===== config.mk =====
export PLATFORM = sky130hd
export DESIGN_NAME = core_top
export DESIGN_NICKNAME = d
export VERILOG_FILES = /design/src/ctrl_pkg.sv /design/src/isa_pkg.sv /design/src/decode_if.sv /design/src/core_top.sv /design/src/execute_unit.sv /design/src/instr_decoder.sv /design/src/phase_sequencer.sv /design/src/register_file.sv
export SDC_FILE = /design/constraint.sdc
export NUM_CORES = 2
export LEC_CHECK = 0
export CAP_MARGIN = 20
export CORE_MARGIN = 10
export CORE_UTILIZATION = 46
export DETAILED_ROUTE_END_ITERATION = 12
export DONT_BUFFER_PORTS = 1
export PLACE_DENSITY = 0.69
export SLEW_MARGIN = 10
export SYNTH_ARGS = -nofsm -noshare
export SYNTH_HDL_FRONTEND = slang
export SYNTH_SLANG_ARGS = --single-unit
export TNS_END_PERCENT = 100

===== constraint.sdc =====
create_clock -name clock -period 65 [get_ports clock]
set_input_delay 13 -clock clock [delete_from_list [all_inputs] [get_ports clock]]
set_output_delay 13 -clock clock [all_outputs]
set_load 0.1 [all_outputs]

===== src/ctrl_pkg.sv =====
package ctrl_pkg;

	// second ALU operand
	typedef enum logic [2:0] {
		src2_rb,
		src2_imm,
		src2_lswi,
		src2_lsw,
		src2_benx,
		src2_none
	} alu_src2_t;

	// imm_15_ze doubles as the "unused" marker
	typedef enum logic [1:0] {
		imm_5_ze,
		imm_15_se,
		imm_15_ze,
		imm_20_se
	} imm_ext_t;

	typedef enum logic [1:0] {
		wr_alu,
		wr_imm,
		wr_mem,
		wr_none
	} wr_sel_t;

	// one-hot, exactly one bit set per cycle
	typedef struct packed {
		logic writeback;
		logic memaccess;
		logic execute;
		logic decode;
		logic fetch;
	} phase_t;

endpackage


===== src/isa_pkg.sv =====
package isa_pkg;

	typedef logic [31:0] word_t;
	typedef logic [4:0] reg_addr_t;

	localparam int num_regs = 32;

	// major opcodes, instruction bits 30:25
	typedef enum logic [5:0] {
		op_lwi  = 6'b000010,
		op_swi  = 6'b001010,
		op_ls   = 6'b011100,
		op_base = 6'b100000,
		op_movi = 6'b100010,
		op_j    = 6'b100100,
		op_b    = 6'b100110,
		op_addi = 6'b101000,
		op_xori = 6'b101011,
		op_ori  = 6'b101100
	} op_t;

	// base group sub-opcodes, bits 4:0
	localparam logic [4:0] sub_add   = 5'b00000;
	localparam logic [4:0] sub_sub   = 5'b00001;
	localparam logic [4:0] sub_and   = 5'b00010;
	localparam logic [4:0] sub_xor   = 5'b00011;
	localparam logic [4:0] sub_or    = 5'b00100;
	localparam logic [4:0] sub_slli  = 5'b01000;
	localparam logic [4:0] sub_srli  = 5'b01001;
	localparam logic [4:0] sub_rotri = 5'b01011;

	// load/store group sub-opcodes, bits 7:0
	localparam logic [7:0] sub_lw = 8'b00000010;
	localparam logic [7:0] sub_sw = 8'b00001010;

	// field positions
	localparam int op_msb = 30;
	localparam int op_lsb = 25;
	localparam int rt_msb = 24;
	localparam int rt_lsb = 20;
	localparam int ra_msb = 19;
	localparam int ra_lsb = 15;
	localparam int rb_msb = 14;
	localparam int rb_lsb = 10;
	localparam int sv_msb = 9;
	localparam int sv_lsb = 8;
	localparam int sub_base_msb = 4;
	localparam int sub_ls_msb = 7;
	localparam int br_sense_bit = 14;

endpackage


===== src/decode_if.sv =====
`timescale 1ns/1ps

interface decode_if;

	isa_pkg::op_t opcode;
	logic [4:0] sub_op_base;
	logic [1:0] sub_op_sv;
	logic branch_ne;
	logic is_jump;

	isa_pkg::reg_addr_t ra_addr;
	isa_pkg::reg_addr_t rb_addr;
	isa_pkg::reg_addr_t rt_addr;

	logic [4:0] imm_5;
	logic [13:0] imm_14;
	logic [14:0] imm_15;
	logic [19:0] imm_20;
	logic [23:0] imm_24;

	ctrl_pkg::alu_src2_t select_alu_src2;
	ctrl_pkg::imm_ext_t select_imm_extend;
	ctrl_pkg::wr_sel_t select_write_reg;

	logic do_dm_read;
	logic do_dm_write;
	logic do_reg_write;

	modport decoder (
		output opcode, sub_op_base, sub_op_sv, branch_ne, is_jump,
		output ra_addr, rb_addr, rt_addr,
		output imm_5, imm_14, imm_15, imm_20, imm_24,
		output select_alu_src2, select_imm_extend, select_write_reg,
		output do_dm_read, do_dm_write, do_reg_write
	);

	modport datapath (
		input opcode, sub_op_base, sub_op_sv, branch_ne, is_jump,
		input ra_addr, rb_addr, rt_addr,
		input imm_5, imm_14, imm_15, imm_20, imm_24,
		input select_alu_src2, select_imm_extend, select_write_reg,
		input do_dm_read, do_dm_write, do_reg_write
	);

endinterface


===== src/core_top.sv =====
`timescale 1ns/1ps

module core_top (
	input logic clock,
	input logic reset,
	output isa_pkg::word_t im_addr,
	input isa_pkg::word_t instruction,
	output isa_pkg::word_t dm_addr,
	output isa_pkg::word_t dm_wdata,
	input isa_pkg::word_t dm_rdata,
	output logic dm_read,
	output logic dm_write
);

	ctrl_pkg::phase_t phase;
	isa_pkg::word_t pc;

	decode_if dec_bus ();

	phase_sequencer seq0 (
		.clock(clock),
		.reset(reset),
		.phase(phase)
	);

	instr_decoder dec0 (
		.clock(clock),
		.reset(reset),
		.phase(phase),
		.instruction(instruction),
		.dec(dec_bus.decoder)
	);

	execute_unit exu0 (
		.clock(clock),
		.reset(reset),
		.phase(phase),
		.dec(dec_bus.datapath),
		.pc(pc),
		.dm_addr(dm_addr),
		.dm_wdata(dm_wdata),
		.dm_rdata(dm_rdata),
		.dm_read(dm_read),
		.dm_write(dm_write)
	);

	// fetch address is the live program counter
	assign im_addr = pc;

endmodule


===== src/execute_unit.sv =====
`timescale 1ns/1ps

module execute_unit (
	input logic clock,
	input logic reset,
	input ctrl_pkg::phase_t phase,
	decode_if.datapath dec,
	output isa_pkg::word_t pc,
	output isa_pkg::word_t dm_addr,
	output isa_pkg::word_t dm_wdata,
	input isa_pkg::word_t dm_rdata,
	output logic dm_read,
	output logic dm_write
);

	isa_pkg::word_t ra_data, rb_data, rt_data;
	isa_pkg::word_t ra_q, rb_q, rt_q;
	isa_pkg::word_t alu_q, imm_q, mem_q;
	isa_pkg::word_t imm_ext, src2, alu_out, wb_data, pc_next;
	isa_pkg::word_t branch_off, jump_off;
	logic [63:0] rot_full;
	logic take_branch, take_q, reg_we;

	register_file rf0 (
		.clock(clock),
		.reset(reset),
		.ra_addr(dec.ra_addr),
		.rb_addr(dec.rb_addr),
		.rt_addr(dec.rt_addr),
		.ra_data(ra_data),
		.rb_data(rb_data),
		.rt_data(rt_data),
		.write_en(reg_we),
		.write_addr(dec.rt_addr),
		.write_data(wb_data)
	);

	always_comb begin
		case (dec.select_imm_extend)
			ctrl_pkg::imm_5_ze: imm_ext = {27'b0, dec.imm_5};
			ctrl_pkg::imm_15_se: imm_ext = {{17{dec.imm_15[14]}}, dec.imm_15};
			ctrl_pkg::imm_20_se: imm_ext = {{12{dec.imm_20[19]}}, dec.imm_20};
			default: imm_ext = {17'b0, dec.imm_15};
		endcase
	end

	always_comb begin
		case (dec.select_alu_src2)
			ctrl_pkg::src2_rb: src2 = rb_q;
			ctrl_pkg::src2_imm: src2 = imm_ext;
			// word offset, scaled by four
			ctrl_pkg::src2_lswi: src2 = {{15{dec.imm_15[14]}}, dec.imm_15, 2'b00};
			ctrl_pkg::src2_lsw: src2 = rb_q << dec.sub_op_sv;
			ctrl_pkg::src2_benx: src2 = rt_q;
			default: src2 = '0;
		endcase
	end

	assign rot_full = {ra_q, ra_q} >> src2[4:0];

	// loads, stores and addi all fall through to the adder
	always_comb begin
		alu_out = ra_q + src2;
		case (dec.opcode)
			isa_pkg::op_base: begin
				case (dec.sub_op_base)
					isa_pkg::sub_sub: alu_out = ra_q - src2;
					isa_pkg::sub_and: alu_out = ra_q & src2;
					isa_pkg::sub_or: alu_out = ra_q | src2;
					isa_pkg::sub_xor: alu_out = ra_q ^ src2;
					isa_pkg::sub_srli: alu_out = ra_q >> src2[4:0];
					isa_pkg::sub_slli: alu_out = ra_q << src2[4:0];
					isa_pkg::sub_rotri: alu_out = rot_full[31:0];
					default: alu_out = ra_q + src2;
				endcase
			end
			isa_pkg::op_ori: alu_out = ra_q | src2;
			isa_pkg::op_xori: alu_out = ra_q ^ src2;
			default: ;
		endcase
	end

	// beq on equal, bne on unequal
	assign take_branch = (dec.select_alu_src2 == ctrl_pkg::src2_benx) &&
		((ra_q == src2) != dec.branch_ne);

	always_ff @(posedge clock) begin
		if (phase.decode) begin
			ra_q <= ra_data;
			rb_q <= rb_data;
			rt_q <= rt_data;
		end
		if (phase.execute) begin
			alu_q <= alu_out;
			imm_q <= imm_ext;
		end
		if (phase.memaccess) begin
			mem_q <= dm_rdata;
		end
	end

	assign dm_addr = alu_q;
	assign dm_wdata = rt_q;
	assign dm_read = phase.memaccess & dec.do_dm_read;
	assign dm_write = phase.memaccess & dec.do_dm_write;

	always_comb begin
		case (dec.select_write_reg)
			ctrl_pkg::wr_imm: wb_data = imm_q;
			ctrl_pkg::wr_mem: wb_data = mem_q;
			default: wb_data = alu_q;
		endcase
	end

	assign reg_we = phase.writeback & dec.do_reg_write;

	// halfword-scaled offsets
	assign branch_off = {{17{dec.imm_14[13]}}, dec.imm_14, 1'b0};
	assign jump_off = {{7{dec.imm_24[23]}}, dec.imm_24, 1'b0};

	always_comb begin
		pc_next = pc + 32'd4;
		if (dec.is_jump) begin
			pc_next = pc + jump_off;
		end else if (take_q) begin
			pc_next = pc + branch_off;
		end
	end

	always_ff @(posedge clock or posedge reset) begin
		if (reset) begin
			pc <= '0;
			take_q <= 1'b0;
		end else begin
			if (phase.execute) begin
				take_q <= take_branch;
			end
			if (phase.writeback) begin
				pc <= pc_next;
			end
		end
	end

endmodule


===== src/instr_decoder.sv =====
`timescale 1ns/1ps

module instr_decoder (
	input logic clock,
	input logic reset,
	input ctrl_pkg::phase_t phase,
	input isa_pkg::word_t instruction,
	decode_if.decoder dec
);

	isa_pkg::word_t ir;

	always_ff @(posedge clock or posedge reset) begin
		if (reset) begin
			ir <= '0;
		end else if (phase.fetch) begin
			ir <= instruction;
		end
	end

	// field split
	assign dec.opcode = isa_pkg::op_t'(ir[isa_pkg::op_msb:isa_pkg::op_lsb]);
	assign dec.sub_op_base = ir[isa_pkg::sub_base_msb:0];
	assign dec.sub_op_sv = ir[isa_pkg::sv_msb:isa_pkg::sv_lsb];
	assign dec.branch_ne = ir[isa_pkg::br_sense_bit];
	assign dec.is_jump = (dec.opcode == isa_pkg::op_j);

	assign dec.ra_addr = ir[isa_pkg::ra_msb:isa_pkg::ra_lsb];
	assign dec.rb_addr = ir[isa_pkg::rb_msb:isa_pkg::rb_lsb];
	assign dec.rt_addr = ir[isa_pkg::rt_msb:isa_pkg::rt_lsb];

	// 5-bit immediate shares the rb slot
	assign dec.imm_5 = ir[isa_pkg::rb_msb:isa_pkg::rb_lsb];
	assign dec.imm_14 = ir[13:0];
	assign dec.imm_15 = ir[14:0];
	assign dec.imm_20 = ir[19:0];
	assign dec.imm_24 = ir[23:0];

	always_comb begin
		dec.select_alu_src2 = ctrl_pkg::src2_none;
		dec.select_imm_extend = ctrl_pkg::imm_15_ze;
		dec.select_write_reg = ctrl_pkg::wr_none;
		dec.do_dm_read = 1'b0;
		dec.do_dm_write = 1'b0;
		dec.do_reg_write = 1'b0;
		case (dec.opcode)
			isa_pkg::op_base: begin
				case (dec.sub_op_base)
					isa_pkg::sub_add, isa_pkg::sub_sub, isa_pkg::sub_and,
					isa_pkg::sub_or, isa_pkg::sub_xor: begin
						dec.select_alu_src2 = ctrl_pkg::src2_rb;
						dec.select_write_reg = ctrl_pkg::wr_alu;
						dec.do_reg_write = 1'b1;
					end
					isa_pkg::sub_srli, isa_pkg::sub_slli, isa_pkg::sub_rotri: begin
						dec.select_alu_src2 = ctrl_pkg::src2_imm;
						dec.select_imm_extend = ctrl_pkg::imm_5_ze;
						dec.select_write_reg = ctrl_pkg::wr_alu;
						dec.do_reg_write = 1'b1;
					end
					default: ;
				endcase
			end
			isa_pkg::op_addi: begin
				dec.select_alu_src2 = ctrl_pkg::src2_imm;
				dec.select_imm_extend = ctrl_pkg::imm_15_se;
				dec.select_write_reg = ctrl_pkg::wr_alu;
				dec.do_reg_write = 1'b1;
			end
			isa_pkg::op_ori, isa_pkg::op_xori: begin
				dec.select_alu_src2 = ctrl_pkg::src2_imm;
				dec.select_write_reg = ctrl_pkg::wr_alu;
				dec.do_reg_write = 1'b1;
			end
			isa_pkg::op_movi: begin
				dec.select_imm_extend = ctrl_pkg::imm_20_se;
				dec.select_write_reg = ctrl_pkg::wr_imm;
				dec.do_reg_write = 1'b1;
			end
			isa_pkg::op_lwi: begin
				dec.select_alu_src2 = ctrl_pkg::src2_lswi;
				dec.select_write_reg = ctrl_pkg::wr_mem;
				dec.do_dm_read = 1'b1;
				dec.do_reg_write = 1'b1;
			end
			isa_pkg::op_swi: begin
				dec.select_alu_src2 = ctrl_pkg::src2_lswi;
				dec.do_dm_write = 1'b1;
			end
			isa_pkg::op_ls: begin
				if (ir[isa_pkg::sub_ls_msb:0] == isa_pkg::sub_lw) begin
					dec.select_alu_src2 = ctrl_pkg::src2_lsw;
					dec.select_write_reg = ctrl_pkg::wr_mem;
					dec.do_dm_read = 1'b1;
					dec.do_reg_write = 1'b1;
				end else if (ir[isa_pkg::sub_ls_msb:0] == isa_pkg::sub_sw) begin
					dec.select_alu_src2 = ctrl_pkg::src2_lsw;
					dec.do_dm_write = 1'b1;
				end
			end
			isa_pkg::op_b: dec.select_alu_src2 = ctrl_pkg::src2_benx;
			// j and undefined opcodes keep every write off
			default: ;
		endcase
	end

endmodule


===== src/phase_sequencer.sv =====
`timescale 1ns/1ps

module phase_sequencer (
	input logic clock,
	input logic reset,
	output ctrl_pkg::phase_t phase
);

	typedef enum logic [2:0] {
		st_fetch,
		st_decode,
		st_execute,
		st_memaccess,
		st_writeback
	} state_t;

	state_t state;
	state_t state_next;

	always_ff @(posedge clock or posedge reset) begin
		if (reset) begin
			state <= st_fetch;
		end else begin
			state <= state_next;
		end
	end

	always_comb begin
		phase = '0;
		state_next = st_fetch;
		case (state)
			st_fetch: begin
				phase.fetch = 1'b1;
				state_next = st_decode;
			end
			st_decode: begin
				phase.decode = 1'b1;
				state_next = st_execute;
			end
			st_execute: begin
				phase.execute = 1'b1;
				state_next = st_memaccess;
			end
			st_memaccess: begin
				phase.memaccess = 1'b1;
				state_next = st_writeback;
			end
			st_writeback: begin
				phase.writeback = 1'b1;
				state_next = st_fetch;
			end
			// illegal codes, no enable, back to fetch
			default: state_next = st_fetch;
		endcase
	end

endmodule


===== src/register_file.sv =====
`timescale 1ns/1ps

module register_file (
	input logic clock,
	input logic reset,
	input isa_pkg::reg_addr_t ra_addr,
	input isa_pkg::reg_addr_t rb_addr,
	input isa_pkg::reg_addr_t rt_addr,
	output isa_pkg::word_t ra_data,
	output isa_pkg::word_t rb_data,
	output isa_pkg::word_t rt_data,
	input logic write_en,
	input isa_pkg::reg_addr_t write_addr,
	input isa_pkg::word_t write_data
);

	isa_pkg::word_t regs [isa_pkg::num_regs];

	always_ff @(posedge clock or posedge reset) begin
		if (reset) begin
			for (int i = 0; i < isa_pkg::num_regs; i++) begin
				regs[i] <= '0;
			end
		end else if (write_en && write_addr != '0) begin
			regs[write_addr] <= write_data;
		end
	end

	// r0 is hardwired to zero
	assign ra_data = (ra_addr == '0) ? '0 : regs[ra_addr];
	assign rb_data = (rb_addr == '0) ? '0 : regs[rb_addr];
	assign rt_data = (rt_addr == '0) ? '0 : regs[rt_addr];

endmodule


==> impl_metrics.py <==
metrics = {
    "detailed_routing": {
        "wire_per_inst_um": 31.9,
        "vias_per_cell": 7.00,
        "drc": 0,
        "drt_first_pass_iters": 7,
        "ant_nets": 0,
        "detail_route.wirelength_um": 310000,
        "drt_iter0_drc": 9248,
        "vias": 67900,
    },
    "critical_path": {
        "worstPathMaxFanout": 14,
        "cp.depth": 4,
        "cp_cell_sequence": "or4_4, nor4_4, a22oi_1, nor2b_2",
        "rrSetupSlack_ns": 56.70,
        "path_class": "reg2out",
        "timing.rr.start": "dec0.ir[30]",
        "cp_top_family": "simple AND/OR/NAND/NOR gates",
        "endpoint_kind": "output port",
        "worst-endpoint-arrival_ns": 4.34,
        "crit_end": "dm_read",
        "crit_buf_inv": 0,
        "r2r_cells": 19,
        "cp_slowest_cell": "nor2b_2",
        "rr_endpoint": "exu0.dm_addr[28]",
        "max_stage_delay_ns": 0.95,
        "cp_data_required_time_ns": 52.00,
        "crit_start": "dec0.ir[4]",
        "crit_path_start_kind": "flop",
    },
    "placement": {
        "hpwl_um": 194000,
        "io_buffers": 0,
        "place_inst": 9437,
        "gp_congestion": 1.00,
    },
    "cts": {
        "clockRootBuffer": "clkbuf_16",
        "numClockSinks": 1270,
        "cts-resized-gates": 0,
        "post-cts-setup-buffers": 0,
        "clk_pin_slew_worst_paths_ns": 0.06,
        "clkLatencyLatePin_ns": 0.82,
        "cts_buffers": 137,
        "cts.path.max_buffers": 3,
        "htree_levels": 4,
        "tritoncts": "yes",
        "holdBufCountCts": 0,
    },
    "run": {
        "max_cap_viol_count": 0,
    },
    "floorplan": {
        "pin_count": 164,
        "rows": 155,
        "fp.dieH_um": 444,
        "start_util": 0.463,
        "core-area_um2": 178000,
        "die_x_um": 444,
        "dieArea_um2": 197000,
    },
    "logic_synthesis": {
        "synth_top_area_frac": 0.330,
        "yosys-top-cells-count": "nand2_1, o21ai_0, dfrtp_1, mux4_2, clkbuf_1",
        "yosys_register_bits": 1270,
        "synthCells": 7644,
        "yosys_warnings": 0,
        "synth_area_per_cell_um2": 10.8,
        "yosys.area.top_type": "dfrtp_1",
        "synthTopCellsByArea": "dfrtp_1, mux4_2, o21ai_0, edfxtp_1, nand2_1",
        "yosysMostFrequentCell": "nand2_1",
        "syn-num-nets": 7886,
        "netlist_area_um2": 82500,
        "synthArstFlopShare": 0.858,
        "yosysSeqAreaShare": 0.396,
        "synth-main-ff-cell": "dfrtp_1",
        "synth_cell_types": 115,
        "synth-edff-count": 180,
    },
    "layout": {
        "register_area_um2": 32700,
        "area_growth_pct": 8.21,
        "drive_above_1_share": 0.205,
        "multiInputGateArea_um2": 47000,
        "fin_util": 0.501,
        "num-nets-final": 7475,
        "instances_no_fill": 9701,
        "n_fill_cell": 15500,
    },
    "sta": {
        "rsz0062_at_grt": "no",
        "slew_violations": 0,
        "setup_violations": 0,
        "relSlewSlack": 0.149,
        "finalHoldViolations": 0,
        "worst_hold_slack_ns": 0.419,
        "worst_pin_slew_ns": 1.26,
        "clock-skew-final_ns": 0.0369,
        "finalSetupTns_ns": 0,
        "period_needed_ns": 17.34,
        "max_clock_freq_ghz": 0.0577,
        "min_period_over_period": 0.267,
    },
    "min_path": {
        "min_path_type": "reg2reg",
        "hold-path-cell-count": 0,
    },
    "global_routing": {
        "grt_max_degree": 167,
        "groute.usage.overall": 0.307,
        "grt_pass1_vias": 65600,
        "grt_overflow_total": 0,
        "grt_antenna_before_repair": 14,
        "grt_pass1_wl_um": 452000,
    },
    "run_status": {
        "outcome": "completed",
    },
    "power_and_ir_drop": {
        "irDropWorstVdd_mv": 0.0241,
        "p_per_area_nw_per_um2": 21.4,
        "p_leak_uw": 0.0361,
    },
}
[state kept, by name (all words and copies together), names as in the netlist]
register,flops
exu0.dm_wdata,32
exu0.pc,31
exu0.rf0.regs,1024
dec0.ir,31
exu0.imm_q,20
exu0.dm_addr,32
exu0.ra_q,32
exu0.take_q,1
exu0.mem_q,32
exu0.rb_q,32
seq0.state,3
[report_power, final]
group | internal (uW) | switching (uW) | total [uW] | leakage (uW)
clock network | 454 | 347 | 801 | 0.00223
registers | 813 | 31.1 | 845 | 0.0165
logic | 84.6 | 178 | 263 | 0.0173
total | 1350 | 556 | 1910 | 0.0361
[cells in the final DEF (no fill, tap or decap), types with 15 or more instances in the layout]
cell type     n
nor2_1      284
dfrtp_1    1076
a221o_1      29
mux4_2      900
a31oi_1      74
xnor2_1      62
a21oi_1     254
nand4_1      18
mux2i_1     133
clkbuf_16   144
o21ai_2      28
xor2_1       36
o21ai_0    1178
a22o_1       34
clkbuf_8     23
buf_4       168
and3_1       41
nand2b_1     20
o2111a_1     15
nand3_1     148
a211oi_1     48
inv_1       128
mux2_2       47
clkbuf_1     32
o211ai_1     43
a21o_1       40
nor3_1       64
nor2b_1      29
o221ai_1     19
a221oi_1     51
edfxtp_1    180
clkinv_2     25
nand2_1    1271
ha_1        172
and2_1       21
o21bai_1     16
nand2_4      31
o22ai_1      25
a22oi_1      81
o31ai_1      24
[logic make-up (layout without fill, tap and decap cells)]
logic type	count (synthesis)	in the layout	share of synthesized area
buffers and inverters	875	573	0.0409
DFF	1270	1270	0.396
other	1	5	0.0000454
xor gates and xnor gates	98	98	0.0104
adders and majority gates	176	176	0.0270
AOI/OAI and AO/OA	2106	2106	0.152
and+or+nand+nor	2036	2036	0.105
muxes	1082	1082	0.268
[routing by layer]
layer,part of all wire,routed length [um],global-route usage,vias up
met1,0.36,112000,0.390,34000
met3,0.12,37000,0.0821,1188
met2,0.45,139000,0.468,4689
li1,-,-,-,28000
met4,0.073,22500,0.189,16
met5,0.00036,113,0,-
[worst min path at each step]
stage / from / endpoint / slack, ns
2_1_floorplan: exu0.rf0.regs[1000] / exu0.rf0.regs[1000] / 0.46
6_report: exu0.rf0.regs[997] / exu0.rf0.regs[997] / 0.42
4_1_cts: exu0.rf0.regs[1007] / exu0.rf0.regs[1007] / 0.42
3_5_place_dp: exu0.rf0.regs[1007] / exu0.rf0.regs[1007] / 0.40
3_3_place_gp: exu0.rf0.regs[1017] / exu0.rf0.regs[1017] / 0.39
5_1_grt: exu0.rf0.regs[1018] / exu0.rf0.regs[1018] / 0.43
[cell type report]
| type | count | share of cell area |
|---|---|---|
| timing repair buffer | 191 | 0.0186 |
| multi-input combinational | 5499 | 0.526 |
| inverter | 134 | 0.00574 |
| clock inverter | 49 | 0.00499 |
| sequential | 1270 | 0.366 |
| antenna | 4 | 0.000112 |
| clock buffer | 199 | 0.0452 |
| tap | 2355 | 0.0330 |
[worst register-to-register path: cells and delay by family, from the launching register on]
kind	cells	cell delay (ns)
buf+inv	3	1.43
xor+xnor	1	0.20
simple gates	1	0.68
flops	1	0.63
compound gates	13	4.53
fa+ha+maj	1	0.54
[through the flow]
| step | setup WS (ns) | cell area, um2 | total power (uW) |
|---|---|---|---|
| after CTS | 47.74 | 89100 | 1900 |
| after global placement | 48.04 | 84600 | 1110 |
| after global routing | 47.65 | 89300 | 1960 |
| after detailed placement | 47.95 | 84600 | 1110 |
| final | 47.66 | 89300 | 1910 |
| after floorplan | 21.31 | 82500 | 1030 |
No activity file was read; power rests on OpenSTA's default activity.
